File: config.mk
export PLATFORM = sky130hd
export DESIGN_NAME = ppfifo_to_axis
export DESIGN_NICKNAME = d
export VERILOG_FILES = /design/src/common/pcie_fifo_pkg.sv /design/src/verilog/ppfifo_to_axis.sv
export SDC_FILE = /design/constraint.sdc
export NUM_CORES = 1
export LEC_CHECK = 0
export BUFFER_PORTS_ARGS = -buffer_cell sky130_fd_sc_hd__buf_4
export CAP_MARGIN = 10
export CORE_MARGIN = 5
export CORE_UTILIZATION = 29
export CTS_CLUSTER_DIAMETER = 150
export DETAILED_ROUTE_END_ITERATION = 7
export GPL_TIMING_DRIVEN = 0
export MAX_ROUTING_LAYER = met4
export PLACE_DENSITY = 0.8
export SETUP_SLACK_MARGIN = 0.15
export SLEW_MARGIN = 20
export SYNTH_ARGS = -nofsm -noshare
export SYNTH_HDL_FRONTEND = slang
export SYNTH_SLANG_ARGS = --single-unit
File: constraint.sdc
create_clock -name i_clk -period 2 [get_ports i_clk]
set_input_delay 0.3 -clock i_clk [delete_from_list [all_inputs] [get_ports i_clk]]
set_output_delay 0.3 -clock i_clk [all_outputs]
set_load 0.01 [all_outputs]
File: src/common/pcie_fifo_pkg.sv
package pcie_fifo_pkg;

  // One 32-bit link word
  typedef logic [31:0] word_t;

  // One stream beat
  // valid and ready travel beside it
  typedef struct packed {
    word_t data;
    logic  last;
  } axis_beat_t;

  // Function number bit that picks the channel
  localparam logic CMD_FUNCTION_ID  = 1'b0;
  localparam logic DATA_FUNCTION_ID = 1'b1;

  // Bank address widths
  // 32 words per command bank
  localparam int CMD_ADDR_W  = 5;
  // 128 words per data bank
  localparam int DATA_ADDR_W = 7;

  // Width of a bank word count
  localparam int COUNT_W = 24;

endpackage

File: src/verilog/ppfifo_to_axis.sv
`timescale 1ns/1ps

module ppfifo_to_axis #(
  parameter int ADDR_W = 5
) (
  input  logic                              i_clk,
  input  logic                              i_reset,
  // Bank read side
  input  logic                              i_rd_ready,
  input  logic [pcie_fifo_pkg::COUNT_W-1:0] i_rd_count,
  input  pcie_fifo_pkg::word_t              i_rd_data,
  output logic                              o_rd_activate,
  output logic                              o_rd_stb,
  // Outgoing stream
  output logic                              o_valid,
  output pcie_fifo_pkg::axis_beat_t         o_beat,
  input  logic                              i_ready
);

  // Words left in the bank after the current one
  logic [ADDR_W-1:0] remain;
  logic              accept;

  // Data stays put until a strobe, so valid can track the claim
  assign o_valid     = o_rd_activate;
  assign o_beat.data = i_rd_data;
  assign o_beat.last = (remain == '0);
  assign accept      = o_valid & i_ready;

  // Pop only on an accepted beat
  assign o_rd_stb = accept;

  always_ff @(posedge i_clk) begin
    if (i_reset) begin
      o_rd_activate <= 1'b0;
      remain        <= '0;
    end else begin
      if (!o_rd_activate) begin
        if (i_rd_ready) begin
          o_rd_activate <= 1'b1;
          // A full bank wraps to zero and still gives the right value
          remain        <= i_rd_count[ADDR_W-1:0] - 1'b1;
        end
      end else if (accept) begin
        remain <= remain - 1'b1;
        if (o_beat.last) begin
          o_rd_activate <= 1'b0;
        end
      end
    end
  end

endmodule

Yosys cells after proc, flatten, opt, wreduce, memory -nomap -nowiden
Index checks and enable logic that the tools add are counted.
{ "op_classes": {"order_cmp": 0, "mux": 7, "div_mod_pow": 0, "n_reduce_logical": 3, "shifts": 0, "add_sub_neg": 2, "eq_ne": 1, "mul": 0, "n_bitwise": 1} }
{ "op_table": {"columns": ["op", "count"], "rows": [
  ["5-bit two-way mux", 3],
  ["5-bit by 1-bit subtractor with 5-bit output, second input constant", 2],
  ["5-bit logical NOT", 1],
  ["1-bit two-way mux", 4],
  ["2-bit by 1-bit != test with 1-bit output, second input constant", 1],
  ["2-bit AND reduction", 1],
  ["2-bit nonzero test", 1],
  ["1-bit bitwise AND", 1]
]} }
{ "totals": {"romBits": 0, "inputBits": 60, "n_memories": 0, "ram_bits": 0, "out_inout_bits": 36, "ff_bits": 6, "latch_bits": 0, "word_cells": 16} }

Longest topological paths before layout
{ "logic_depth": {"ltp_word": 4, "depth_mapped": 6, "mapped_depth_nobuf": 5} }

Worst setup path before layout
Ideal clock, no wire load.
{ "synth_path": {"path_kind": "register to register", "startpoint": "register o_rd_activate", "endpoint": "register remain[4]", "arrival_ps": 1679, "stages_incl_launch_ff": 7, "setup_slack_ps": 226, "setup_time_ps": 95, "path_cell_list": "dfxtp_1 -> buf_6 -> mux2i_1 -> ha_1 -> nor3b_1 -> mux2_2 -> o311ai_1"} }
{ "synth_via": {"elab_chain_len": 3, "word_cells_on_any_way": 5, "classes_between": "eq/ne (1); mux (1); bitwise (1); reduce/logical (2)"} }
{ "synth_rtl": {"columns": ["element", "line_no", "text"], "rows": [
  ["start, declared", "ppfifo_to_axis.sv:12", "output logic o_rd_activate,"],
  ["start signal, assigned", "ppfifo_to_axis.sv:35", "o_rd_activate <= 1'b0;"],
  ["start signal, assigned", "ppfifo_to_axis.sv:40", "o_rd_activate <= 1'b1;"],
  ["start signal, assigned", "ppfifo_to_axis.sv:47", "o_rd_activate <= 1'b0;"],
  ["1-bit bitwise AND", "ppfifo_to_axis.sv:28", "assign accept = o_valid & i_ready;"],
  ["2-bit by 1-bit != test with 1-bit output (no source line)", null, null],
  ["2-bit AND reduction (no source line)", null, null],
  ["end signal, assigned", "ppfifo_to_axis.sv:42", "remain <= i_rd_count[ADDR_W-1:0] - 1'b1;"],
  ["end signal, assigned", "ppfifo_to_axis.sv:45", "remain <= remain - 1'b1;"],
  ["end, declared", "ppfifo_to_axis.sv:21", "logic [ADDR_W-1:0] remain;"]
]} }
Several ways; a longest one is shown, not always the timed one.
A chain may end at the register's enable or synchronous reset.

Worst setup path after layout
Ends and elaborated chain as after synthesis.

==> results.md <==
- Clk slew on worst S/H paths: approximately 0.05 ns
- Buffers on Ports: 44
- Crit-path slowest cell: mux2_2
- GP Congestion: approximately 0.76
- Adder-Cell Fraction of Synth Area: between 1.5 and 2%
- CP Cell Sequence: buf_6 -> mux2i_2 -> ha_2 -> nor3b_4 -> mux2_2 -> o311ai_2
- Vias per Instance: roughly 4.5
- Fmax: 0.569 GHz
- Ports: 96
- Reg-to-reg slack, setup: 0.24 ns
- DRT Pass-1 Iters: 4
- Final setup vio count: 0
- Reg2reg path depth: 6
- Core Box Area: roughly 2100 um^2
- Distinct cells, synth: 30
- Antenna cells: 0
- R2R Path End: remain[4]$_SDFFE_PP0P_
- Crit path time final: between 1.5 and 2 ns
- Commonest non-fill, non-tap cell in the layout: buf_4
- Total congestion overflow: 0
- Worst Setup EP: remain[4]$_SDFFE_PP0P_
- Post-Synth XOR/XNOR Area: 0%
- Post-synthesis compound-gate area fraction: 17.8%
- H-tree levels: 1
- Min Hold Slack: 0.269 ns
- Seq cells post-synth: 6
- Main combinational cell family by area after synthesis: buffers and inverters
- Critical path startpoint category: flop
- Largest net degree at the start of global routing: 9
- Power, Total: 502 uW
- DP HPWL: around 1500 um
- Initial core utilization: 29.5%
- Filler Cell Count: ~210
- Hold Path Class: in2reg
- CP max FO: 6
- Area grow syn2layout: 68.8%
- Max-cap violations: 0
- Global-route wire length before repair: 2860 um
- Final WS setup: 0.244 ns
- Hold-fix buffers, CTS: 0
- Die W: between 50 and 60 um
- Peak supply drop: 0.327 mV
- Clock Sinks: 6
- WHS Path Cells: 2
- Clk_lat worst skew: between 0.2 and 0.3 ns
- Slew headroom: 79.3%
- Worst-margin pin slew: roughly 0.31 ns
- CTS buffer count: 3
- Root Buffer: clkbuf_4
- Pleak: 0.553 nW
- Final Util: roughly 50%
- Drt drc: 0
- CP arrival: 1.91 ns
- Initial antenna violation count: 0
- Worst r2r src: o_rd_activate$_SDFF_PP0_
- GR Util All Layers: 11.6%
- CTS tree: done
- Post-route insts no fill: 155
- DP Cell Count: ~150
- Seq/Total Area, Yosys: about a fifth
- ANT nets after route: 0
- Clk_skew: 0.00267 ns
- Max Root-Sink Buffers: 2
- Synth Instances: 77
- Die area: between 3000 and 4000 um^2
- RSZ-0062 raised after global routing: false
- Per-instance average area after synthesis: 8.24 um^2
- Starting DRT DRC Count: 12
- Source of the critical timing path: o_rd_activate$_SDFF_PP0_
- Crit-path max cell delay: 0.35 ns
- Die Y: 56.8 um
- PD cells: 469 nW/um^2
- Worst Path Required: ~2.2 ns
- Number of global-route vias before repair: 726
- Place WS: 0.0941 ns
- Nets: 190
- Post-synth net total: between 100 and 150
- Num rows: 17
- Simple-gate share of the synthesized area: 13.8%
- Post-synthesis mux area share: 4.93%
- DRT Wirelength: 1820 um
- Via Count: 693
- TNS Setup: 0 ns
- Synth Warn #: 0
- Layout cells sized above 1: 72.4%
- Final Hold Fails: 0
- Period utilization: 87.8%
- WL/cell: roughly 12 um
- Most frequent cells in the layout: buf_4 (80), dfxtp_1 (5), inv_1 (3), o21ai_0 (3), clkbuf_4 (3)
- Placed cell area: between 900 and 1000 um^2
- Setup crit end kind: flop
- Finished Cell Area: 1070 um^2
- Crit Path Class: reg2reg
- Post-Syn Area: ~630 um^2
- Status: complete, no violations
- Max-slew violations: 0
==> cell families after synthesis <==
| kind of cell | count (synthesis) |
|---|---|
| buffers and inverters | 37 |
| AOI/OAI and AO/OA | 15 |
| and+or+nand+nor | 15 |
| DFF | 6 |
| muxes | 3 |
| adders and majority gates | 1 |
==> state kept, by name (all words and copies together) (netlist names) <==
name,flops
remain,5
o_rd_activate,1
==> worst max-delay path: cells and delay by family, from the launching register on <==
family / cells / cell delay [ns]
flip-flops: 1 / 0.34
adder cells (fa/ha/maj): 1 / 0.24
buffers and inverters: 1 / 0.13
AO/OA/AOI/OAI: 1 / 0.20
multiplexers: 2 / 0.58
AND/OR/NAND/NOR: 1 / 0.18
==> how the worst min path moves through the flow <==
stage | endpoint | startpoint
2_1_floorplan | remain[0]$_SDFFE_PP0P_ | i_reset
3_3_place_gp | remain[0]$_SDFFE_PP0P_ | remain[0]$_SDFFE_PP0P_
3_5_place_dp | remain[0]$_SDFFE_PP0P_ | remain[0]$_SDFFE_PP0P_
5_1_grt | o_rd_activate$_SDFF_PP0_ | i_reset
6_report | remain[3]$_SDFFE_PP0P_ | i_reset
4_1_cts | remain[3]$_SDFFE_PP0P_ | i_reset
==> layer usage <==
layer / GRT usage (%) / up-vias / part of all wire (%)
li1: - / 343 / -
met1: 12.1 / 302 / 39
met2: 18.6 / 46 / 47
met3: 5.98 / 2 / 12
met4: 3.97 / 0 / 0.94
met5: - / - / 0
==> area by class of cell <==
| type | instances | area (um^2) | area share, % |
|---|---|---|---|
| Buffer | 34 | 259 | 24.2 |
| Clock buffer | 3 | 22.5 | 2.10 |
| Inverter | 3 | 11.3 | 1.05 |
| Multi-Input combinational cell | 34 | 269 | 25.1 |
| Sequential cell | 6 | 121 | 11.3 |
| Tap cell | 28 | 35.0 | 3.27 |
| Timing Repair Buffer | 47 | 353 | 32.9 |
==> cell usage after synthesis, drive strengths merged <==
library cell,count,area share [%]
nor3b,1,1.2
or4,2,2.4
dfxtp,6,19
a31o,1,1.4
o21bai,1,1.2
or2,2,2.0
nand2,2,1.6
a21oi,1,0.79
o21ai,3,2.4
nor2,1,0.59
mux2i,2,3.2
mux2,1,1.8
nand2b,1,0.99
o31a,1,1.4
a31oi,1,0.99
inv,3,1.8
buf,34,41
a211oi,2,2.4
o311a,1,1.6
nor3,2,1.6
nor4,1,0.99
a22o,1,1.6
nand3,2,1.6
ha,1,2.0
o311ai,2,2.8
nor2b,1,0.99
o2111ai,1,1.4
==> report_power, final <==
part | switching, mW | internal (mW) | total [mW]
combinational | 0.0954 | 0.147 | 0.243
clock | 0.0471 | 0.0681 | 0.115
sequential | 0.0112 | 0.133 | 0.144
==> timing repair <==
item                                    4_1_cts  5_1_grt
buffers inserted                              0        3
pin swaps                                     0        1
cloned                                        0        0
endpoints found under the setup margin        1        1
resized for setup                             2        4
Power figures use the tool's default switching activity.
