**src/common/pcie_fifo_pkg.sv**
```systemverilog
package pcie_fifo_pkg;

  // One 32-bit link word
  typedef logic [31:0] word_t;

  // One stream beat
  // valid and ready travel beside it
  typedef struct packed {
    word_t data;
    logic  last;
  } axis_beat_t;

  // Function number bit that picks the channel
  localparam logic CMD_FUNCTION_ID  = 1'b0;
  localparam logic DATA_FUNCTION_ID = 1'b1;

  // Bank address widths
  // 32 words per command bank
  localparam int CMD_ADDR_W  = 5;
  // 128 words per data bank
  localparam int DATA_ADDR_W = 7;

  // Width of a bank word count
  localparam int COUNT_W = 24;

endpackage

```
**src/verilog/axis_to_ppfifo.sv**
```systemverilog
`timescale 1ns/1ps

module axis_to_ppfifo #(
  parameter int ADDR_W = 5
) (
  input  logic                      i_clk,
  input  logic                      i_reset,
  // Incoming stream
  input  logic                      i_valid,
  input  pcie_fifo_pkg::axis_beat_t i_beat,
  output logic                      o_ready,
  // Bank write side
  input  logic [1:0]                i_wr_ready,
  output logic [1:0]                o_wr_activate,
  output logic                      o_wr_stb,
  output pcie_fifo_pkg::word_t      o_wr_data
);

  typedef enum logic [1:0] {
    ST_IDLE,
    ST_WRITE,
    ST_RELEASE
  } state_t;

  state_t            state;
  logic [ADDR_W-1:0] word_cnt;
  logic              accept;

  assign o_ready = (state == ST_WRITE);
  assign accept  = i_valid & o_ready;

  always_ff @(posedge i_clk) begin
    if (i_reset) begin
      state         <= ST_IDLE;
      o_wr_activate <= '0;
      o_wr_stb      <= 1'b0;
      word_cnt      <= '0;
    end else begin
      o_wr_stb <= accept;
      case (state)
        ST_IDLE: begin
          // Claim a free bank, bank 0 first
          if (|i_wr_ready) begin
            o_wr_activate <= i_wr_ready[0] ? 2'b01 : 2'b10;
            word_cnt      <= '0;
            state         <= ST_WRITE;
          end
        end
        ST_WRITE: begin
          if (accept) begin
            word_cnt <= word_cnt + 1'b1;
            // Close on packet end or on the bank's final slot
            if (i_beat.last || (word_cnt == '1)) begin
              state <= ST_RELEASE;
            end
          end
        end
        default: begin
          // Registered strobe lands before the bank is let go
          o_wr_activate <= '0;
          state         <= ST_IDLE;
        end
      endcase
    end
  end

  always_ff @(posedge i_clk) begin
    if (accept) begin
      o_wr_data <= i_beat.data;
    end
  end

endmodule

```
**config.mk**
```make
export PLATFORM = sky130hd
export DESIGN_NAME = axis_to_ppfifo
export DESIGN_NICKNAME = d
export VERILOG_FILES = /design/src/common/pcie_fifo_pkg.sv /design/src/verilog/axis_to_ppfifo.sv
export SDC_FILE = /design/constraint.sdc
export NUM_CORES = 1
export LEC_CHECK = 0
export ABC_AREA = 1
export ABC_CLOCK_PERIOD_IN_PS = 4940
export BUFFER_PORTS_ARGS = -buffer_cell sky130_fd_sc_hd__buf_2
export CAP_MARGIN = 15
export CORE_MARGIN = 2
export CORE_UTILIZATION = 50
export CTS_BUF_LIST = sky130_fd_sc_hd__clkbuf_8
export CTS_CLUSTER_SIZE = 30
export DETAILED_ROUTE_END_ITERATION = 8
export PLACE_DENSITY = 0.95
export SYNTH_ARGS = -nofsm -noshare
export SYNTH_HDL_FRONTEND = slang
export SYNTH_SLANG_ARGS = --single-unit
```
**constraint.sdc**
```tcl
create_clock -name i_clk -period 4.94 [get_ports i_clk]
set_clock_uncertainty 0.05 [all_clocks]
set_input_delay 0.247 -clock i_clk [delete_from_list [all_inputs] [get_ports i_clk]]
set_output_delay 0.247 -clock i_clk [all_outputs]
set_load 0.005 [all_outputs]
```
Word-level counts from Yosys, hierarchy flattened --
Index checks and enable logic that the tools add are counted.
Storage, ports and cells: bits in registers 42, output and inout bits 36
Cells by class: $add $sub $neg 1, eq/ne operators 5, mux-type cells 10, bitwise logic cells 2, reductions and logical operators 7
Operator list (count):
- two-way mux 2 bit | 5
- two-way mux 5 bit | 2
- one-hot mux 5 bit (2 select lines) | 1
- one-hot mux 2 bit (2 select lines) | 2
- AND reduction 3 bit | 2
- adder 5 x 1 -> 5 bit, second input constant | 1
- equality test 5 bit, second input constant | 1
- != test 2 x 1 -> 1 bit, second input constant | 2
- equality test 2 x 1 -> 1 bit, second input constant | 1
- logical NOT 2 bit | 1
- != test 2 bit, second input constant | 1
- AND reduction 2 bit | 1
- nonzero test 2 bit | 1
- OR reduction 2 bit | 1
- AND 1 bit | 1
- logical OR 1 bit | 1
- NOT 1 bit | 1

Logic depth before layout (Yosys ltp) --
word-level depth 5, gate-level depth with buffers 9, depth with buffers taken out 9

Least setup slack after synthesis --
No wires, ideal clock.
path kind register to register, start register state[0], end register o_wr_data[0], enable pin, data arrival time 1.309 ns, data required time 4.503 ns, path slack 3.194 ns, cell stages (with the launch flop) 5, cell sequence dfxtp_1 > inv_2 > nor2_4 > nand2_4 > inv_1
Between the ends: cells in the longest elaborated chain, start to end 2
RTL lines:
- start, declared | line axis_to_ppfifo.sv:25 | state_t state;
- start signal, assigned | line axis_to_ppfifo.sv:34 | state <= ST_IDLE;
- start signal, assigned | line axis_to_ppfifo.sv:46 | state <= ST_WRITE;
- start signal, assigned | line axis_to_ppfifo.sv:54 | state <= ST_RELEASE;
- equality test 2 x 1 -> 1 bit | line axis_to_ppfifo.sv:29 | assign o_ready = (state == ST_WRITE);
- net o_ready | line axis_to_ppfifo.sv:11 | output logic o_ready,
- AND 1 bit | line axis_to_ppfifo.sv:30 | assign accept = i_valid & o_ready;
- net accept | line axis_to_ppfifo.sv:27 | logic accept;
- end signal, assigned | line axis_to_ppfifo.sv:69 | o_wr_data <= i_beat.data;
- end, declared | line axis_to_ppfifo.sv:16 | output pcie_fifo_pkg::word_t o_wr_data
The timed path passes the listed nets, and every way through them passes these cells. A chain may end at the register's enable or synchronous reset.

Worst setup path after layout --
start register state[0], end register o_wr_data[5], enable pin
Between the ends: cells in the longest elaborated chain, start to end 2
RTL lines (line):
- equality test 2 x 1 -> 1 bit | axis_to_ppfifo.sv:29
- AND 1 bit | axis_to_ppfifo.sv:30
- net accept | axis_to_ppfifo.sv:27
The timed path passes the listed nets, and every way through them passes these cells.

==> summary.md <==
| Metric | Value |
|---|---|
| Syn-to-layout area delta | `34.49%` |
| Synth top cells by count | `edfxtp_1, nand2_1, dfxtp_1, inv_1, nand3_1` |
| Mapped Area | `0.001480 mm²` |
| Most instantiated library cell after synthesis | `edfxtp_1` |
| Area contributors post-synth | `edfxtp_1, dfxtp_1, nand2_1` |
| Num CTS Buffers | `5` |
| Slew Viols, Final | `0` |
| Worst Min Path Start | `i_beat[24]` |
| Overflow after GRT | `0` |
| RR Startpoint | `state[0]` |
| Routed WL per cell | `13.45 µm` |
| Area share of the largest cell type after synthesis | `64.92%` |
| Finish-stage setup viols | `0` |
| Register bit total from synthesis | `42` |
| Slowest stage delay, CP | `0.43 ns` |
| Clock Path Buffers | `2` |
| Vias | `1028` |
| Dominant synthesized flop cell | `edfxtp_1` |
| Hold worst-path end | `o_wr_data[23]` |
| Worst Hold Depth | `1` |
| 1st-pass router iterations | `4` |
| Power Density | `335.3 mW/mm²` |
| Routed Antenna Nets | `0` |
| Final hold violations | `0` |
| Data arrival, critical path | `1.69 ns` |
| Fmax | `0.5716 GHz` |
| Critical Path, Cell by Cell | `inv_2 -> nor2_4 -> nand2_4 -> inv_1 -> buf_16` |
| Initial antenna violation count | `0` |
| Distinct cells, synth | `18` |
| Synth area leader | `edfxtp_1` |
| Clk Latency, worst-skew pair | `0.28 ns` |
| Chip Height | `58.41 µm` |
| CTS tree | `yes` |
| H-tree depth | `2` |
| Post-Route WL | `2878 µm` |
| Actual slew at the worst max-slew pin | `0.5521 ns` |
| First-pass GRT wire length | `4381 µm` |
| Asr flop ratio synth | `0%` |
| Resize count post-CTS | `0` |
| CP delay by family, top | `buffers and inverters` |
| Synth warn | `0` |
| EDFF count, synth | `32` |
| Port buffer count | `73` |
| Buf/Inv on CP | `3` |
| Critical Path RT | `4.88 ns` |
| Number of remaining DRC errors | `0` |
| R2R Path End | `o_wr_data[5]` |
| Crit Path Class | `flip-flop to flip-flop` |
| Total clock sinks | `42` |
| Clk root buf | `clkbuf_8` |
| Leakage power | `0.9102 nW` |
| Worst reg-to-reg path cell count | `5` |
| Avg Cell Area, Syn | `14.51 µm²` |
| CP endpoint kind | `flip-flop` |
| Row count | `19` |
| Outcome | `complete, no violations` |
| Die W | `58.41 µm` |
| Reg2Reg Setup Slack | `3.19 ns` |
| Starting Density | `53.22%` |
| Dpl hpwl | `2214 µm` |
| Vias in the first global route | `968` |
| Sum Neg Setup Slack | `0 ns` |
| Worst-path clk slew | `0.07 ns` |
| Synthesized Nets | `142` |
| Final WS setup | `3.190 ns` |
| Drt first-iter violations | `21` |
| Crit path max fanout | `20` |
| Fillers | `194` |
| Via-to-Cell Ratio | `4.804` |
| Hold bufs inserted after CTS | `0` |
| Dpl ws | `2.916 ns` |
| RSZ-0062 raised after global routing | `false` |
| Crit start category | `flip-flop` |
| Maximum vdd drop | `0.2791 mV` |
| Slew margin rel. | `63.15%` |
| Cells after Synth | `102` |
| Post-CTS setup buffer count | `0` |
| Number of diodes | `0` |
| Sequential area share after synthesis | `78.44%` |
| Core Footprint | `0.002781 mm²` |
| Max stage delay cell, worst path | `inv_1` |
| Placer Congestion | `0.8466` |
| Largest net degree at the start of global routing | `33` |
| Worst min-delay path class | `primary input to flip-flop` |
| Max-Cap Viols | `0` |
| Overall die area | `0.003412 mm²` |
| Share of layout cells above drive strength 1 | `53.01%` |
| All-Layer GR Usage | `17.72%` |
| Fin crit period | `1.750 ns` |
| Layout net count | `223` |
| Final period util | `35.42%` |
| Ports | `74` |
-- placed cells by master, fill, tap and decap left out --
cell,synthesis,layout
inv_2,5,5
nor3_1,1,1
ha_1,2,2
clkinv_2,0,2
dfxtp_1,10,10
inv_1,8,8
nor2_4,2,2
edfxtp_1,32,32
clkbuf_8,0,5
buf_2,0,73
buf_16,0,1
nor2_2,3,3
o21ai_2,1,1
nor2_1,5,5
a21oi_2,1,1
nand2_4,3,3
nand2_2,1,1
nand2_1,15,15
a21oi_1,3,3
nand3_1,6,6
nand4_1,1,1
o21ai_1,3,3
-- routing by layer --
| layer | track usage (%) | routed length, µm |
|---|---|---|
| met1 | 19.13 | 1020 |
| met2 | 30.66 | 1463 |
| met3 | 6.813 | 363 |
| met4 | 7.973 | 30 |
| met5 | 0 | 0 |
-- layout make-up --
type | instances | area [µm²] | area share, %
Clock inverter | 2 | 10.01 | 0.5028
Sequential cell | 42 | 1161 | 58.33
Inverter | 13 | 48.80 | 2.451
Clock buffer | 5 | 68.82 | 3.457
Tap cell | 31 | 38.79 | 1.948
Timing Repair Buffer | 74 | 392.9 | 19.74
Multi-Input combinational cell | 47 | 270.3 | 13.58
-- worst max-delay path by stage --
stage / to / cells past startpoint / slack [ns] / start
floorplan: o_wr_data[0] / 4 / 3.19 / state[0]
global placement: o_wr_data[0] / 4 / 3.04 / state[0]
detailed placement: o_wr_data[6] / 4 / 2.92 / state[0]
CTS: o_wr_data[2] / 4 / 2.91 / state[0]
global route: o_wr_data[4] / 5 / 3.09 / state[0]
finish: o_wr_data[5] / 5 / 3.19 / state[0]
-- sequential cells by signal (all words and copies together), names as in the netlist --
signal         cells
state              2
word_cnt           5
o_wr_stb           1
o_wr_activate      2
o_wr_data         32
-- power breakdown --
group	total (mW)	internal [mW]	switching (mW)
Combinational	0.0677	0.0308	0.0369
Clock	0.195	0.0946	0.100
Sequential	0.405	0.399	0.00612
Total	0.668	0.524	0.143
-- stage by stage --
| stage | hold WS [ns] | power [mW] | cells | utilization [%] | instance area (µm²) |
|---|---|---|---|---|---|
| 4_1_cts | 0.07975 | 0.6728 | 213 | 70.58 | 1963 |
| 6_report | 0.08533 | 0.6675 | 214 | 71.57 | 1991 |
| 5_1_grt | 0.07030 | 0.6975 | 214 | 71.57 | 1991 |
| 2_1_floorplan | 0.2661 | 0.4424 | 102 | - | 1480 |
| 3_5_place_dp | 0.3751 | 0.4775 | 206 | 67.75 | 1884 |
| 3_3_place_gp | 0.3745 | 0.4732 | 206 | 67.75 | 1884 |
-- worst register-to-register path: stages, from the launching register on --
cell	delay, ns
dfxtp_1	0.41
inv_2	0.08
nor2_4	0.17
nand2_4	0.10
inv_1	0.43
buf_16	0.23
-- cells by family after synthesis --
| group | count (synthesis) | synth area share (%) |
|---|---|---|
| AO/OA/AOI/OAI | 8 | 3.212 |
| adder cells (fa/ha/maj) | 2 | 1.690 |
| buffers and inverters | 13 | 3.297 |
| flip-flops | 42 | 78.44 |
| AND/OR/NAND/NOR | 37 | 13.36 |
No activity file was read; power rests on OpenSTA's default activity.
