[src/common/pcie_fifo_pkg.sv]
package pcie_fifo_pkg;

  // One 32-bit link word
  typedef logic [31:0] word_t;

  // One stream beat
  // valid and ready travel beside it
  typedef struct packed {
    word_t data;
    logic  last;
  } axis_beat_t;

  // Function number bit that picks the channel
  localparam logic CMD_FUNCTION_ID  = 1'b0;
  localparam logic DATA_FUNCTION_ID = 1'b1;

  // Bank address widths
  // 32 words per command bank
  localparam int CMD_ADDR_W  = 5;
  // 128 words per data bank
  localparam int DATA_ADDR_W = 7;

  // Width of a bank word count
  localparam int COUNT_W = 24;

endpackage

[src/ppfifo/ppfifo.sv]
`timescale 1ns/1ps

module ppfifo #(
  parameter int ADDR_W = 5
) (
  input  logic                              i_clk,
  input  logic                              i_reset,
  // Bank write side
  input  logic [1:0]                        i_wr_activate,
  input  logic                              i_wr_stb,
  input  pcie_fifo_pkg::word_t              i_wr_data,
  output logic [1:0]                        o_wr_ready,
  // Bank read side
  input  logic                              i_rd_activate,
  input  logic                              i_rd_stb,
  output logic                              o_rd_ready,
  output logic [pcie_fifo_pkg::COUNT_W-1:0] o_rd_count,
  output pcie_fifo_pkg::word_t              o_rd_data
);

  pcie_fifo_pkg::word_t mem [2][2**ADDR_W];

  logic [pcie_fifo_pkg::COUNT_W-1:0] bank_count [2];
  logic [1:0]                        bank_full;
  logic [1:0]                        wr_act_q;
  logic                              rd_act_q;
  logic                              rd_next;
  logic                              wr_bank;
  logic [1:0]                        wr_release;
  logic                              rd_release;
  logic [ADDR_W-1:0]                 wr_addr;
  logic [ADDR_W-1:0]                 rd_addr;

  // Only one write bank is active at a time
  assign wr_bank    = i_wr_activate[1];
  assign wr_release = wr_act_q & ~i_wr_activate;
  assign rd_release = rd_act_q & ~i_rd_activate;

  // Writable while empty and not claimed
  assign o_wr_ready = ~bank_full & ~wr_act_q & ~i_wr_activate;

  // The oldest filled bank is offered to the reader
  assign o_rd_ready = bank_full[rd_next] & ~rd_act_q & ~i_rd_activate;
  assign o_rd_count = bank_count[rd_next];
  // First word falls through
  assign o_rd_data  = mem[rd_next][rd_addr];

  always_ff @(posedge i_clk) begin
    if (i_wr_stb && (|i_wr_activate)) begin
      mem[wr_bank][wr_addr] <= i_wr_data;
    end
  end

  // Addresses restart whenever a side lets go of its bank
  always_ff @(posedge i_clk) begin
    if (i_reset) begin
      wr_addr <= '0;
      rd_addr <= '0;
    end else begin
      if (!(|i_wr_activate)) begin
        wr_addr <= '0;
      end else if (i_wr_stb) begin
        wr_addr <= wr_addr + 1'b1;
      end
      if (!i_rd_activate) begin
        rd_addr <= '0;
      end else if (i_rd_stb) begin
        rd_addr <= rd_addr + 1'b1;
      end
    end
  end

  // Bank hand-over between writer and reader
  always_ff @(posedge i_clk) begin
    if (i_reset) begin
      bank_full  <= '0;
      bank_count <= '{default: '0};
      wr_act_q   <= '0;
      rd_act_q   <= 1'b0;
      rd_next    <= 1'b0;
    end else begin
      wr_act_q <= i_wr_activate;
      rd_act_q <= i_rd_activate;
      for (int b = 0; b < 2; b++) begin
        if (i_wr_stb && i_wr_activate[b]) begin
          bank_count[b] <= bank_count[b] + 1'b1;
        end
        // A bank released with no words stays writable
        if (wr_release[b] && (bank_count[b] != '0)) begin
          bank_full[b] <= 1'b1;
          // Nothing older is waiting, so read this one next
          if (!bank_full[1-b]) begin
            rd_next <= b[0];
          end
        end
      end
      if (rd_release) begin
        bank_full[rd_next]  <= 1'b0;
        bank_count[rd_next] <= '0;
        rd_next             <= ~rd_next;
      end
    end
  end

endmodule

[config.mk]
export PLATFORM = sky130hd
export DESIGN_NAME = ppfifo
export DESIGN_NICKNAME = d
export VERILOG_FILES = /design/src/common/pcie_fifo_pkg.sv /design/src/ppfifo/ppfifo.sv
export SDC_FILE = /design/constraint.sdc
export NUM_CORES = 2
export LEC_CHECK = 0
export BUFFER_PORTS_ARGS = -buffer_cell sky130_fd_sc_hd__buf_2
export CAP_MARGIN = 30
export CORE_MARGIN = 8
export CORE_UTILIZATION = 57
export DETAILED_ROUTE_END_ITERATION = 7
export GPL_TIMING_DRIVEN = 0
export PLACE_DENSITY_LB_ADDON = 0.08
export SLEW_MARGIN = 15
export SYNTH_ARGS = -nofsm -noshare
export SYNTH_HDL_FRONTEND = slang
export SYNTH_SLANG_ARGS = --single-unit
[constraint.sdc]
create_clock -name i_clk -period 7.5 [get_ports i_clk]
set_clock_uncertainty 0.2 [all_clocks]
set_input_delay 1.125 -clock i_clk [delete_from_list [all_inputs] [get_ports i_clk]]
set_output_delay 1.125 -clock i_clk [all_outputs]
set_load 0.03 [all_outputs]
### Word level (Yosys, flattened, before mapping)

Memory sizes are Yosys's and may differ from the RTL's. A register that Yosys moved wholly into a read port is not among the register bits.
Index checks and enable logic that the tools add are counted.

* add/sub/neg operators: 4
* $lt $le $gt $ge: 7
* multiplexer cells: 32
* bitwise logic cells: 20
* reduce and logical (&&, ||, !) cells: 13

Operators with widths (count)
* two-way mux 1024 bit: 1
* two-way mux 24 bit: 8
* binary-select mux 32 bit (select 5 bit): 1
* demux 32 bit (select 5 bit): 1
* two-way mux 32 bit: 3
* adder 24 x 1 -> 24 bit (second input constant): 2
* AND 48 bit: 1
* two-way mux 48 bit: 1
* NOT 48 bit: 1
* nonzero test 24 bit: 2
* demux 24 bit (select 1 bit): 1
* two-way mux 1 bit: 14
* >= comparator 6 bit (second input constant): 2
* NOT 5 -> 6 bit: 2
* adder 5 x 1 -> 5 bit (second input constant): 2
* AND 2 bit: 4
* logical AND 1 bit: 8
* NOT 2 bit: 4
* < comparator 6 x 1 -> 1 bit (second input constant): 1
* OR reduction 2 bit: 3
* NOT 1 bit: 4
* AND 1 bit: 3
* >= comparator 2 bit (second input constant): 1
* < comparator 1 x 2 -> 1 bit (second input constant): 1
* other kinds (5): 5

* register bits: 64
* bits in writable memories: 2048
* output and inout bits: 59
* logic and storage cells: 85
* memories: 1

Memory list
* mem: depth 2, bits a word 1024, rd ports 1, clocked after Yosys merged registers in 1, wr ports 1, line ppfifo.sv:21 `pcie_fifo_pkg::word_t mem [2][2**ADDR_W];`

### Logic depth before layout (Yosys ltp)

* depth after elaboration: 8
* depth in mapped cells: 10
* gate-level depth less buffers: 7

### Least setup slack after synthesis

OpenSTA, ideal clock, no wires.

* path kind: input port to flip-flop
* start point: input port i_wr_stb
* end point: memory mem[1][0] (netlist name) (enable)
* arrival: 3291 ps
* slack: 3588 ps
* cell stages on the path: 5
* cells stage by stage: buf_2 > and2_1 > clkbuf_1 > nand2_1 > nor2_1

* longest elaborated chain between the ends: 3

RTL lines
* start: declaration: line ppfifo.sv:10 `input logic i_wr_stb,`
* logical AND 1 bit: line ppfifo.sv:49 `if (i_wr_stb && (|i_wr_activate)) begin`
* two-way mux 1 bit: line ppfifo.sv:49
* two-way mux 1024 bit (implied by the code): line ppfifo.sv:50 `mem[wr_bank][wr_addr] <= i_wr_data;`
* end: declaration: line ppfifo.sv:21

Every way passes these cells.

### Worst setup path after layout

* start point: register rd_addr[0]
* end point: output port o_rd_data[28]

* longest elaborated chain between the ends: 4

RTL lines
* start: declaration: line ppfifo.sv:32 `logic [ADDR_W-1:0] rd_addr;`
* start signal: assignment: line ppfifo.sv:68 `rd_addr <= rd_addr + 1'b1;`
* NOT 5 -> 6 bit (implied by the code): line ppfifo.sv:46 `assign o_rd_data = mem[rd_next][rd_addr];`
* binary-select mux 32 bit (select 5 bit): line ppfifo.sv:46
* two-way mux 32 bit (implied by the code) (2 in series): line ppfifo.sv:46
* end: declaration: line ppfifo.sv:18 `output pcie_fifo_pkg::word_t o_rd_data`

Every way passes these cells. The select of a mux whose other input is x is not followed.

==> metrics.yaml <==
finish:
  area_growth_pct: 16.1
  num-nets-final: 4528
  n_fill_cell: 9398
  drive_gt1_frac: 0.249
routing:
  wl_per_cell_um: 39.7
  drt-initial-drc-count: 7050
  antenna_left: 0
  vias: 44800
  vias_per_cell: 6.83
  drcViolationCount: 0
  routed_wirelength_um: 261000
  drt_pass1_iterations: 6
synthesis:
  syn-num-nets: 4064
  synth_cell_types: 55
  synth_common_cells: "edfxtp_1, mux2i_1, mux4_2"
  synthTopCellsByArea: "edfxtp_1, mux4_2, mux2i_1"
  synth-seq-cells: 2112
  yosysSeqAreaShare: 0.768
  synth.most_common_cell: "edfxtp_1"
  synth_edf_count: 2048
  yosys_warnings: 0
  syn_avg_cell_area_sq_um: 20.4
  ys.flop_type: "edfxtp_1"
  syn_inst: 4016
  yosys.area.top_type: "edfxtp_1"
  synth-async-reset-ratio: 0
  synth_top_cell_area_share: 0.752
  netlist_area_sq_um: 81800
die:
  die_w_um: 395
  start_util: 0.572
  ios: 98
  rows: 139
  core_area_sq_um: 143000
  die_area_sq_um: 156000
  die_height_um: 395
min_path:
  hold_end: "bank_full[1]"
  hold_path.class: "reg2reg"
  hold_start: "bank_full[1]"
  min_path_cells: 2
sta:
  fin_setup_tns_ns: 0
  maxSlewViolCount: 0
  tightest_slew_ns: 1.18
  period_share: 0.885
  hold_violations: 0
  fin_ws_ns: 0.859
  fmax_mhz: 151
  post-route-min-period_ns: 6.64
  rsz0062_at_grt: "no"
  slew_headroom: 0.208
  whs_ns: 0.286
  setup_violations: 0
grt:
  grt.met1_usage: 0.446
  gr-max-usage-layer: "met2"
  grtUsageTotal: 0.329
  grt-ovfl-total: 0
  grt_pass1_vias: 43600
  grt_max_degree: 65
  grt_pass1_wl_um: 354000
  antenna_found_initial: 31
  grt_use_met3: 0.0977
  grt_use_met2: 0.483
clocking:
  htree_levels: 4
  cts.sinks: 2112
  clkTransAtPathRegs_ns: 0.06
  cts_resized: 0
  ctsHoldBuffers: 0
  cts_buffers: 207
  cts_setup_buffers: 0
  clock_tree.root_cell: "clkbuf_16"
  tritoncts: "built"
  cts_buffer_depth: 3
  insertion_delay_ns: 0.83
setup_path:
  cp_cell_sequence: "buf_2 -> buf_2 -> clkbuf_1 -> mux4_2 -> mux2i_1 -> nor2_1 -> a311oi_1 -> o32ai_1 -> buf_2 -> buf_2"
  end_kind: "primary output"
  r2r-start: "rd_addr[2]"
  r2r_slack_ns: 3.67
  crit_type: "reg2out"
  cp.required_ns: 6.17
  cp-start-kind: "flip-flop"
  reg2regPathDepth: 8
  arrival_ns: 5.32
  slowest_stage: "clkbuf_1"
  cp_max_fo: 10
  reg2reg_to: "rd_addr[3]"
  cp_slowest_stage_delay_ns: 0.80
  cp_common_cell: "buf_2"
placed_design:
  gp_congestion: 0.912
  io_buffers: 97
  place_ws_ns: 1.90
  dp_hpwl_um: 178000
pwr:
  irDropWorstVdd_mv: 0.239
  leakage_nw: 29.3
  powerDensity_nw_per_um2: 255
flow_run:
  drv_cap: 0
outcome:
  status: "finished clean"
[metal layers]
metal  vias up  share of wire
li1      17600              -
met1     23400           0.36
met2      3142           0.44
met3       650           0.13
met4        12          0.064
met5         -        0.00043
[area by class of cell]
class | count | area [sq um] | area share
Buffer | 230 | 1190 | 0.0125
Timing Repair Buffer | 255 | 3870 | 0.0408
Clock buffer | 259 | 5450 | 0.0574
Inverter | 16 | 60.1 | 0.000633
Multi-Input combinational cell | 1658 | 18200 | 0.192
Antenna cell | 12 | 30.0 | 0.000316
Sequential cell | 2112 | 62800 | 0.661
Tap cell | 1903 | 2380 | 0.0251
Clock inverter | 118 | 917 | 0.00966
[stage by stage]
stage / util / area, sq um / power (mW) / cells
after global placement: 0.592 / 84700 / 14.4 / 6016
after global routing: 0.664 / 94900 / 24.7 / 6556
after floorplan: - / 81800 / 13.9 / 4016
after detailed placement: 0.618 / 88400 / 14.5 / 6163
after CTS: 0.663 / 94800 / 24.2 / 6540
final: 0.664 / 94900 / 24.2 / 6563
[placed cells by master, fill, tap and decap left out, drive strengths merged, types with 11 or more instances in the layout]
cell type	count
o221ai	40
nand4	27
a22oi	70
nor4	14
a211oi	37
buf	381
a31oi	21
nor2	130
inv	22
xor2	29
dfxtp	64
nand2	89
edfxtp	2048
a22o	36
clkbuf	363
mux2	71
mux4	357
xnor2	21
bufinv	11
o21ai	75
a21oi	101
clkinv	97
diode	12
a221oi	20
nand3	14
mux2i	362
o22ai	42
[worst max path at each step]
stage                           from  depth (start not counted)            end
after floorplan             i_wr_stb                          5      mem[1][0]
after global placement      i_wr_stb                          6    mem[1][307]
after detailed placement  rd_addr[0]                         10  o_rd_data[28]
after CTS                 rd_addr[0]                         10  o_rd_data[28]
after global routing      rd_addr[0]                         10  o_rd_data[28]
final                     rd_addr[0]                         10  o_rd_data[28]
[cell families after synthesis]
kind of cell / count (synthesis) / share of synthesized area
AO/OA/AOI/OAI: 470 / 0.0387
XOR/XNOR: 50 / 0.00535
adder cells (fa/ha/maj): 9 / 0.00138
buffers and inverters: 246 / 0.0152
flip-flops: 2112 / 0.768
multiplexers: 790 / 0.152
AND/OR/NAND/NOR: 339 / 0.0194
[state kept, by name (all words and copies together), names as in the netlist]
register	cells
wr_act_q	2
rd_addr	5
bank_count	48
bank_full	2
wr_addr	5
mem	2048
rd_act_q	1
rd_next	1
[power by group]
group	internal (mW)	leakage (nW)	switching [mW]
registers	13.0	18.9	0.0107
clock network	5.51	3.12	4.40
logic	0.424	7.23	0.857
total	18.9	29.3	5.27
[critical path, delay by kind of cell (launching register included)]
family                 cells  cell delay, ns
buffers and inverters      5            2.15
multiplexers               2            1.20
AO/OA/AOI/OAI              2            0.55
flip-flops                 1            0.46
AND/OR/NAND/NOR            1            0.09
Power figures use the tool's default switching activity.
