<file path="src/common/pcie_fifo_pkg.sv">
package pcie_fifo_pkg;

  // One 32-bit link word
  typedef logic [31:0] word_t;

  // One stream beat
  // valid and ready travel beside it
  typedef struct packed {
    word_t data;
    logic  last;
  } axis_beat_t;

  // Function number bit that picks the channel
  localparam logic CMD_FUNCTION_ID  = 1'b0;
  localparam logic DATA_FUNCTION_ID = 1'b1;

  // Bank address widths
  // 32 words per command bank
  localparam int CMD_ADDR_W  = 5;
  // 128 words per data bank
  localparam int DATA_ADDR_W = 7;

  // Width of a bank word count
  localparam int COUNT_W = 24;

endpackage

</file>
<file path="src/verilog/function_steer.sv">
`timescale 1ns/1ps

module function_steer (
  input  logic                      i_clk,
  input  logic                      i_reset,
  input  logic                      i_function_number,
  // Link rx stream
  input  logic                      i_rx_valid,
  input  pcie_fifo_pkg::axis_beat_t i_rx_beat,
  output logic                      o_rx_ready,
  // Channel rx streams
  output logic                      o_cmd_rx_valid,
  output logic                      o_data_rx_valid,
  output pcie_fifo_pkg::axis_beat_t o_chan_rx_beat,
  input  logic                      i_cmd_rx_ready,
  input  logic                      i_data_rx_ready,
  // Channel tx streams
  input  logic                      i_cmd_tx_valid,
  input  pcie_fifo_pkg::axis_beat_t i_cmd_tx_beat,
  output logic                      o_cmd_tx_ready,
  input  logic                      i_data_tx_valid,
  input  pcie_fifo_pkg::axis_beat_t i_data_tx_beat,
  output logic                      o_data_tx_ready,
  // Link tx stream
  output logic                      o_tx_valid,
  output pcie_fifo_pkg::axis_beat_t o_tx_beat,
  input  logic                      i_tx_ready
);

  logic sel;
  logic sel_cmd;
  logic sel_data;
  logic rx_in_pkt;
  logic tx_in_pkt;
  logic rx_fire;
  logic tx_fire;

  assign sel_cmd  = (sel == pcie_fifo_pkg::CMD_FUNCTION_ID);
  assign sel_data = (sel == pcie_fifo_pkg::DATA_FUNCTION_ID);

  // Unselected channel sees no valid and no ready
  assign o_cmd_rx_valid  = i_rx_valid & sel_cmd;
  assign o_data_rx_valid = i_rx_valid & sel_data;
  assign o_chan_rx_beat  = i_rx_beat;
  assign o_rx_ready      = sel_cmd ? i_cmd_rx_ready : i_data_rx_ready;

  assign o_tx_valid      = sel_cmd ? i_cmd_tx_valid : i_data_tx_valid;
  assign o_tx_beat       = sel_cmd ? i_cmd_tx_beat : i_data_tx_beat;
  assign o_cmd_tx_ready  = i_tx_ready & sel_cmd;
  assign o_data_tx_ready = i_tx_ready & sel_data;

  assign rx_fire = i_rx_valid & o_rx_ready;
  assign tx_fire = o_tx_valid & i_tx_ready;

  always_ff @(posedge i_clk) begin
    if (i_reset) begin
      sel       <= pcie_fifo_pkg::CMD_FUNCTION_ID;
      rx_in_pkt <= 1'b0;
      tx_in_pkt <= 1'b0;
    end else begin
      if (rx_fire) begin
        rx_in_pkt <= ~i_rx_beat.last;
      end
      if (tx_fire) begin
        tx_in_pkt <= ~o_tx_beat.last;
      end
      // Switch only in a gap with no beat moving either way
      if (!rx_in_pkt && !tx_in_pkt && !rx_fire && !tx_fire) begin
        sel <= i_function_number;
      end
    end
  end

endmodule

</file>
<file path="config.mk">
export PLATFORM = sky130hd
export DESIGN_NAME = function_steer
export DESIGN_NICKNAME = d
export VERILOG_FILES = /design/src/common/pcie_fifo_pkg.sv /design/src/verilog/function_steer.sv
export SDC_FILE = /design/constraint.sdc
export NUM_CORES = 1
export LEC_CHECK = 0
export BUFFER_PORTS_ARGS = -buffer_cell sky130_fd_sc_hd__buf_2
export CORE_AREA = 2 2 70 72
export DETAILED_ROUTE_END_ITERATION = 12
export DIE_AREA = 0 0 72 74
export GPL_ROUTABILITY_DRIVEN = 0
export PLACE_DENSITY = 0.68
export SYNTH_ARGS = -nofsm -noshare
export SYNTH_HDL_FRONTEND = slang
export SYNTH_SLANG_ARGS = --single-unit
</file>
<file path="constraint.sdc">
create_clock -name i_clk -period 1.3 [get_ports i_clk]
set_input_delay 0.065 -clock i_clk [delete_from_list [all_inputs] [get_ports i_clk]]
set_output_delay 0.065 -clock i_clk [all_outputs]
set_load 0.01 [all_outputs]
</file>
======== Word-level counts from Yosys, hierarchy flattened ========
Cells that the tools add are included.
word-level totals
  word-level logic and storage cells ...... 22
  bits of input ports ..................... 108
  register bits after elaboration ......... 3
  output and inout port bits .............. 72
cells by class
  multiplexer cells ....................... 3
  reduce and logical (&&, ||, !) cells .... 7
  bitwise gates (word level) .............. 9
operators by type and width
  kind               count
  2-to-1 mux 33 bit  1
  AND 1 bit          6
  zero test 1 bit    4
  logical AND 1 bit  3
  NOT 1 bit          3
  2-to-1 mux 1 bit   2

======== Logic depth before layout (Yosys ltp) ========
Gate-level depths: netlist of run 1.
  depth after elaboration ................. 5
  depth in mapped cells ................... 3
  depth with buffers taken out ............ 3

======== Least setup slack after synthesis of run 1 ========
Ideal clock, no wire load.
  kind .................................... register to register
  start point ............................. reg sel
  end point ............................... reg sel
  arrival ................................. 1.188 ns
  path buffers ............................ 0
  clock period less this slack ............ 1.260 ns
  cell stages (with the launch flop) ...... 4
  data required time ...................... 1.228 ns
  setup time .............................. 0.072 ns
  path slack .............................. 0.040 ns
  path through ............................ dfxtp_1 > mux2_2 > a221oi_2 > mux2i_1
between the ends
  word-level cells in the longest chain between the ends .. 5
  elaborated cells between the ends (all ways) .. 8
  classes of those cells .................. mux: 2; bitwise: 2; reduce/logical: 4
RTL lines
  item                            RTL line              text
  start, declared                 function_steer.sv:30  logic sel;
  start signal, assigned          function_steer.sv:57  sel <= pcie_fifo_pkg::CMD_FUNCTION_ID;
  start signal, assigned          function_steer.sv:69  sel <= i_function_number;
  2-to-1 mux 1 bit                function_steer.sv:45  assign o_rx_ready = sel_cmd ? i_cmd_rx_ready : i_data_rx_ready;
  via o_rx_ready                  function_steer.sv:10  output logic o_rx_ready,
  AND 1 bit                       function_steer.sv:52  assign rx_fire = i_rx_valid & o_rx_ready;
  zero test 1 bit                 function_steer.sv:68  if (!rx_in_pkt && !tx_in_pkt && !rx_fire && !tx_fire) begin
  logical AND 1 bit (2 in a row)  function_steer.sv:68
The timed path passes the listed nets, and every way through them passes these cells.
A chain may end at the register's enable or synchronous reset.

==> metrics.yaml, run 1 <==
diodes: 0
violations: "setup timing"
setup_viol: 33
worst_pin_slew_ns: 0.218
worst_hold_slack_ns: 0.0574
power_density_nw_per_um2: 701
die_h_microns: 74
max_cap_violations: 0
synth.area.mux_share: 0.484
slowest_delay_ns: 0.39
rows: 25
ys_types: 18
r2r_slack_ns: 0.02
ys_ff_latch: 3
switching_share: 0.316
nets: 284
cts-root-buf: "clkbuf_8"
cts_sinks: 3
route.met2.wl_mm: 1.56
status: "finished with violations"
ctsHoldBuffers: 0
first_pass_iters: 4
portBuffers: 115
synth-edff-count: 0
power.leakage_nw: 0.699
grt_pass1_vias: 922
slowest_stage: "dfxtp_4"
p_sw_mw: 0.289
final_cell_mix: "114 x buf_2, 34 x mux2_2, 3 x clkbuf_8"
hold_violations: 0
ios: 180
hold_path_class: "input pin to flip-flop"
worst-path-max-fanout: 23
die_w_microns: 72
avgSynthCellArea_sq_um: 9.36
ys_top_cells_by_area: "mux2_2 45%, buf_4 32%, dfxtp_1 7.1%"
met3_wirelength_microns: 351
pwr-share-clk: 0.291
synth_area_sq_um: 842
postRouteAntennaNets: 0
synth_top_family_by_area: "multiplexers"
crit_start: "sel$_SDFFE_PP0P_"
grt_overflow: 0
comb_power_share: 0.587
area_growth_pct: 55.3
placed_cells: 225
ir_worst_vdd_mv: 0.234
core-area_sq_um: 4600
worstPathArrival_ns: 1.29
postRouteWirelength_mm: 2.95
initial_core_util: 0.183
grt_pass1_wl_mm: 4.13
syn_inst: 90
setup.worst_path.class: "flip-flop to output pin"
critPathLaunchType: "flip-flop"
routed.top_layer: "met4"
grtUsageTotal: 0.102
path_cells: "buf_12 > mux2_2 > buf_2"
wl_met1_microns: 947
max_slew_margin: 0.854
cts_buffers: 3
instances_no_fill: 229
via_per_inst: 4.10
seq_power_share: 0.122
hpwl_mm: 2.58
end_kind: "output pin"
num_vias: 938
die_area_sq_um: 5330
synth_adder_area_share: 0
power.internal_mw: 0.627
synth.largest_area_cell: "mux2_2"
drt_iter0_drc: 9
dp_slack_ns: 0.0251
crit_buf_inv: 2
post-cts-setup-buffer-count: 0
p_total_mw: 0.916
final_layout_size_suffix_gt1_frac: 0.914
synthesis.nets: 198
drt-wirelength-per-cell_microns: 12.9
rsz0062_at_grt: "yes"
cts_max_path_buffers: 2
regToRegStartpoint: "sel$_SDFFE_PP0P_"
synth-compound-area-share: 0.0550
min_period_ns: 1.35
endpoint: "o_tx_beat[14]"
final_max_slew_viol_count: 0
synth_xor_xnor_area_share: 0
ys_seq_area_frac: 0.0713
crit_family: "flip-flops"
route.detailed.drc: 0
r2r_cells: 3
yosysWarnings: 0
cts_tree: "built"
antenna_found_initial: 0
clk_pin_slew_ns: 0.03
synth-async-reset-ratio: 0
fmax_mhz: 739
h-tree-depth: 1
setup_ws_ns: -0.0525
fin_crit_sh: 1.04
synthSimpleGateAreaFrac: 0.0579
synth_top_area_share: 0.455
insertion_delay_ns: 0.21
grt_start_max_net_pins: 24
synth-main-ff-cell: "dfxtp_1"
final.setup_skew_ns: 0.00104
rr_endpoint: "sel$_SDFFE_PP0P_"
mostFrequentLayoutCell: "buf_2"
worstPathRequired_ns: 1.24
crit_cells: 3
[synthesized netlist by cell type, types with 2 or more instances]
cell type   n
buf_4      36
mux2_2     34
dfxtp_1     3
and2_1      2
nand2b_1    2
[how the worst min path moves through the flow]
stage	start	slack [ns]	end	depth (start not counted)
global route	i_reset	0.07	rx_in_pkt$_SDFFE_PP0P_	2
detailed placement	i_rx_beat[11]	0.13	o_chan_rx_beat[11]	0
floorplan	i_reset	0.14	rx_in_pkt$_SDFFE_PP0P_	1
finish	i_reset	0.06	rx_in_pkt$_SDFFE_PP0P_	2
global placement	i_rx_beat[11]	0.13	o_chan_rx_beat[11]	0
CTS	i_reset	0.06	rx_in_pkt$_SDFFE_PP0P_	2
[layer usage]
metal / vias up / track usage
met5: - / 0
met2: 67 / 0.177
met3: 14 / 0.0542
li1: 449 / -
met1: 408 / 0.0975
met4: 0 / 0.0587
[cell type report]
type / instances / area [sq um]
tap: 54 / 67.6
multi-input combinational: 49 / 503
timing repair buffer: 118 / 624
sequential: 3 / 63.8
clock buffer: 4 / 45.0
fill: 488 / 3290
inverter: 1 / 3.75
[registers in the layout, summed over array words and instances (netlist names)]
name       cells
rx_in_pkt      1
sel            1
tx_in_pkt      1
[worst register-to-register path, cell delays in order, from the launching register on]
cell and delay, ns:
dfxtp_4 0.39, mux2_4 0.33, a221oi_2 0.29, mux2i_1 0.19
[power by group through the flow]
stage | Clock [mW] | Sequential, mW | Combinational [mW]
after floorplan | 0 | 0.106 | 0.391
after global placement | 0 | 0.110 | 0.520
after detailed placement | 0 | 0.110 | 0.527
after CTS | 0.276 | 0.111 | 0.547
after global routing | 0.288 | 0.113 | 0.586
final | 0.267 | 0.112 | 0.538
[logic make-up after synthesis]
logic type / after synthesis
buffers and inverters: 38
muxes: 36
and+or+nand+nor: 8
AOI/OAI and AO/OA: 5
DFF: 3
[timing repair]
| item | 4_1_cts | 5_1_grt |
|---|---|---|
| setup endpoints to repair | 33 | 34 |
| gates resized for setup | 7 | 0 |
| endpoints found under the hold margin | 0 | 0 |
[through the flow]
stage                      util  cell area (sq um)  TNS [ns]
after global routing      0.284               1310     -2.67
after floorplan               -                842         0
after CTS                 0.284               1310     -1.21
final                     0.284               1310    -0.920
after global placement    0.268               1230         0
after detailed placement  0.268               1230         0
Power figures use the tool's default switching activity.
==> run 2: changes to the inputs <==
--- a/config.mk
+++ b/config.mk
@@ -7,10 +7,12 @@
 export LEC_CHECK = 0
 export BUFFER_PORTS_ARGS = -buffer_cell sky130_fd_sc_hd__buf_2
 export CORE_AREA = 2 2 70 72
+export CTS_CLUSTER_DIAMETER = 30
 export DETAILED_ROUTE_END_ITERATION = 12
 export DIE_AREA = 0 0 72 74
 export GPL_ROUTABILITY_DRIVEN = 0
 export PLACE_DENSITY = 0.68
+export SKIP_CTS_REPAIR_TIMING = 1
 export SYNTH_ARGS = -nofsm -noshare
 export SYNTH_HDL_FRONTEND = slang
 export SYNTH_SLANG_ARGS = --single-unit
==> run 2 against run 1 <==
The run still ends with setup timing left. Power shrank 0.54%. Count of clock-buffer cells in the layout is the same. Sequential share of layout area is essentially flat. Register-to-register slack is essentially flat. Flip-flop and latch count is the same. Critical path depth is the same. Die area is the same. Design area shrank 0.48%. Largest cell class unchanged. Non-clock buffer count is the same. Combinational power shrank 0.9%.
==> metrics.yaml, run 2 (synthesis results as in run 1) <==
num_vias: 941
multi_input_area_sq_um: 503
area_growth_pct: 54.5
worstPathRequired_ns: 1.24
drt_iter0_drc: 8
route.detailed.drc: 0
power.leakage_nw: 0.697
status: "finished with violations"
r2r_slack_ns: 0.02
ios: 180
worstPathArrival_ns: 1.29
setup_viol: 32
final_layout_size_suffix_gt1_frac: 0.914
regToRegStartpoint: "sel$_SDFFE_PP0P_"
hold_violations: 0
cts_buffers: 3
critPathLaunchType: "flip-flop"
hold_path_class: "input pin to flip-flop"
final_max_slew_viol_count: 0
initial_core_util: 0.183
path_cells: "buf_12 > mux2_2 > buf_2"
via_per_inst: 4.11
slowest_delay_ns: 0.39
fin_crit_sh: 1.04
die_h_microns: 74
cts_tree: "built"
postRouteWirelength_mm: 2.92
first_pass_iters: 4
endpoint: "o_tx_beat[30]"
postRouteAntennaNets: 0
final.setup_skew_ns: 0.00104
setup_ws_ns: -0.0507
antenna_found_initial: 0
final_cell_mix: "115 x buf_2, 34 x mux2_2, 3 x clkbuf_8"
slowest_stage: "dfxtp_4"
diodes: 0
crit_start: "sel$_SDFFE_PP0P_"
worst-path-max-fanout: 23
fmax_mhz: 740
clk_pin_slew_ns: 0.03
setup.worst_path.class: "flip-flop to output pin"
power_density_nw_per_um2: 700
hpwl_mm: 2.58
rows: 25
ir_worst_vdd_mv: 0.234
core-area_sq_um: 4600
grt_pass1_vias: 907
rr_endpoint: "sel$_SDFFE_PP0P_"
fillers: 489
h-tree-depth: 1
drt-wirelength-per-cell_microns: 12.8
cts_sinks: 3
grt_start_max_net_pins: 24
die_w_microns: 72
rsz0062_at_grt: "yes"
p_total_mw: 0.911
portBuffers: 115
die_area_sq_um: 5330
mostFrequentLayoutCell: "buf_2"
reg_top3: "rx_in_pkt: 1 flops, sel: 1 flops, tx_in_pkt: 1 flops"
fin_area_sq_um: 1300
end_kind: "output pin"
nets: 284
insertion_delay_ns: 0.21
min_period_ns: 1.35
grt_pass1_wl_mm: 4.07
violations: "setup timing"
dp_slack_ns: 0.0251
r2r_cells: 3
cts-root-buf: "clkbuf_8"
placed_cell_area_sq_um: 1230
crit_family: "flip-flops"
grt_overflow: 0
cts_max_path_buffers: 2
worst_pin_slew_ns: 0.219
max_cap_violations: 0
grtUsageTotal: 0.100
max_slew_margin: 0.854
crit_cells: 3
crit_buf_inv: 2
register_area_sq_um: 63.8
## run 2: where the power goes
| part | total (mW) | leakage, nW | switching, mW | internal (mW) |
|---|---|---|---|---|
| combinational | 0.533 | 0.649 | 0.219 | 0.313 |
| sequential | 0.111 | 0.0253 | 0.0104 | 0.101 |
| clock | 0.267 | 0.0228 | 0.0582 | 0.209 |
| total | 0.911 | 0.697 | 0.288 | 0.623 |
## run 2: layout make-up
| class | instances | share of cell area |
|---|---|---|
| clock buffers | 4 | 0.0346 |
| well taps | 54 | 0.0519 |
| repair buffers | 118 | 0.475 |
| inverters | 1 | 0.00288 |
| multi-input cells | 49 | 0.387 |
| flip-flops and latches | 3 | 0.0490 |
## run 2: worst min path at each step
stage                       start  depth (start not counted)                     end
global placement    i_rx_beat[11]                          0      o_chan_rx_beat[11]
CTS                       i_reset                          2  rx_in_pkt$_SDFFE_PP0P_
global route              i_reset                          2  rx_in_pkt$_SDFFE_PP0P_
detailed placement  i_rx_beat[11]                          0      o_chan_rx_beat[11]
finish                    i_reset                          2  rx_in_pkt$_SDFFE_PP0P_
floorplan                 i_reset                          1  rx_in_pkt$_SDFFE_PP0P_
## run 2: metal layers
metal  track usage  part of all wire
met5             0                 0
met4        0.0587             0.031
met3        0.0542              0.12
met2         0.174              0.53
met1        0.0950              0.32
## run 2: per-stage QoR
step	TNS (ns)	utilization	cells	hold WS (ns)
final	-0.912	0.283	229	0.0574
after global routing	-2.62	0.283	229	0.0731
after CTS	-5.05	0.278	229	0.0551
after detailed placement	0	0.268	225	0.130
after global placement	0	0.268	225	0.130
after floorplan	0	-	90	0.137
## run 2: worst reg2reg max path, delay by kind of cell, from the launching register on
| kind | cells | cell delay, ns |
|---|---|---|
| AO/OA/AOI/OAI | 1 | 0.29 |
| flip-flops | 1 | 0.39 |
| multiplexers | 2 | 0.52 |
==> run 3: changes to the inputs <==
--- a/config.mk
+++ b/config.mk
@@ -6,12 +6,13 @@
 export NUM_CORES = 1
 export LEC_CHECK = 0
 export BUFFER_PORTS_ARGS = -buffer_cell sky130_fd_sc_hd__buf_2
-export CORE_AREA = 2 2 70 72
+export CORE_AREA = 2 2 69 71
+export CTS_BUF_LIST = sky130_fd_sc_hd__clkbuf_4
 export CTS_CLUSTER_DIAMETER = 30
 export DETAILED_ROUTE_END_ITERATION = 12
-export DIE_AREA = 0 0 72 74
+export DIE_AREA = 0 0 71 73
 export GPL_ROUTABILITY_DRIVEN = 0
-export PLACE_DENSITY = 0.68
+export PLACE_DENSITY = 0.7
 export SKIP_CTS_REPAIR_TIMING = 1
 export SYNTH_ARGS = -nofsm -noshare
 export SYNTH_HDL_FRONTEND = slang
==> run 3 against run 2 <==
The run still ends with setup timing left. Flip-flop and latch count unchanged. Register-to-register slack about the same. First-iteration DRC count rose to 3.3 times the previous value. Power up 2.1%. Non-clock buffer count up 1. Sequential share of layout area down 0.46 points. Combinational power up 19%. Largest cell class unchanged.
==> metrics.yaml, run 3 (synthesis results as in run 1) <==
pwr-share-clk: 0.198
portBuffers: 115
hpwl_mm: 2.42
grt_start_max_net_pins: 18
mostFrequentLayoutCell: "buf_2"
setup_ws_ns: -0.0484
placed_cells: 226
utilization: 0.316
ios: 180
worstPathRequired_ns: 1.24
nets: 285
initial_core_util: 0.186
diodes: 0
final_cell_mix: "101 x buf_2, 25 x mux2_2, 15 x buf_6"
worstPathArrival_ns: 1.28
setup_viol: 30
rsz0062_at_grt: "yes"
first_pass_iters: 4
drt-wirelength-per-cell_microns: 12.5
status: "finished with violations"
critPathLaunchType: "flip-flop"
max_cap_violations: 0
worst-path-max-fanout: 16
die_area_sq_um: 5180
antenna_found_initial: 1
fillers: 475
area_growth_pct: 70.4
worst_hold_slack_ns: 0.0416
final_layout_size_suffix_gt1_frac: 0.920
insertion_delay_ns: 0.23
cts_buffers: 3
register_area_sq_um: 63.8
instances_no_fill: 230
reg_top3: "rx_in_pkt: 1 flops, sel: 1 flops, tx_in_pkt: 1 flops"
die_w_microns: 71
dp_slack_ns: 0.0389
fin_crit_sh: 1.04
min_period_ns: 1.35
power_density_nw_per_um2: 648
postRouteWirelength_mm: 2.87
violations: "setup timing"
cts_tree: "built"
h-tree-depth: 1
fmax_mhz: 742
max_slew_margin: 0.865
power.leakage_nw: 0.766
cts_max_path_buffers: 2
end_kind: "output pin"
via_per_inst: 4.08
num_vias: 939
final.setup_skew_ns: 0.000509
drt_iter0_drc: 26
power.internal_mw: 0.630
hold_violations: 0
ir_worst_vdd_mv: 0.185
postRouteAntennaNets: 0
worst_pin_slew_ns: 0.203
comb_power_share: 0.683
core-area_sq_um: 4540
grtUsageTotal: 0.0915
seq_power_share: 0.120
grt_overflow: 0
p_sw_mw: 0.300
die_h_microns: 73
p_total_mw: 0.930
fin_setup_tns_ns: -0.729
cts_sinks: 3
route.detailed.drc: 0
grt_pass1_vias: 745
setup.worst_path.class: "flip-flop to output pin"
cts-root-buf: "clkbuf_4"
grt_pass1_wl_mm: 3.64
fin_area_sq_um: 1440
multi_input_area_sq_um: 548
clk_pin_slew_ns: 0.04
rows: 25
hold_path_class: "input pin to flip-flop"
placed_cell_area_sq_um: 1240
switching_share: 0.323
final_max_slew_viol_count: 0
## run 3: cell types whose count changed in the layout (fill, tap and decap cells not counted), moves of 3 or more
cell | previous run | this run
buf_2 | 115 | 101
clkbuf_8 | 3 | 0
buf_6 | 0 | 15
mux2_4 | 1 | 10
clkbuf_4 | 0 | 4
mux2_2 | 34 | 25
## run 3: critical path, cell delays in order, from the launching register on
cell and delay (ns):
dfxtp_4 0.39, buf_12 0.17, mux2_2 0.34, buf_2 0.14
## run 3: cell type report
class                      count  area share
inverter                       1     0.00262
clock buffer                   4      0.0209
multi-input combinational     49       0.382
sequential                     3      0.0445
timing repair buffer         119       0.503
tap                           54      0.0471
## run 3: final timing paths
check                         startpoint                     end  slack [ns]  cells after the start
setup / recovery        sel$_SDFFE_PP0P_           o_tx_beat[17]       -0.05                      3
hold reg to reg   rx_in_pkt$_SDFFE_PP0P_  rx_in_pkt$_SDFFE_PP0P_        0.51                      2
setup reg to reg        sel$_SDFFE_PP0P_  tx_in_pkt$_SDFFE_PP0P_        0.02                      4
hold / removal                   i_reset  rx_in_pkt$_SDFFE_PP0P_        0.04                      2
## run 3: power groups by stage
| stage | clock network [mW] | registers [mW] | logic [mW] |
|---|---|---|---|
| after global placement | 0 | 0.109 | 0.526 |
| after detailed placement | 0 | 0.109 | 0.528 |
| after floorplan | 0 | 0.106 | 0.391 |
| after global routing | 0.210 | 0.112 | 0.681 |
| final | 0.184 | 0.111 | 0.635 |
| after CTS | 0.196 | 0.108 | 0.531 |
## run 3: per-layer routing
metal  vias up  global-route usage  share of wire
met4         2              0.0440         0.0080
met1       409               0.103           0.35
li1        452                   -              -
met5         -                   0         0.0045
met3         8              0.0594           0.13
met2        68               0.134           0.50
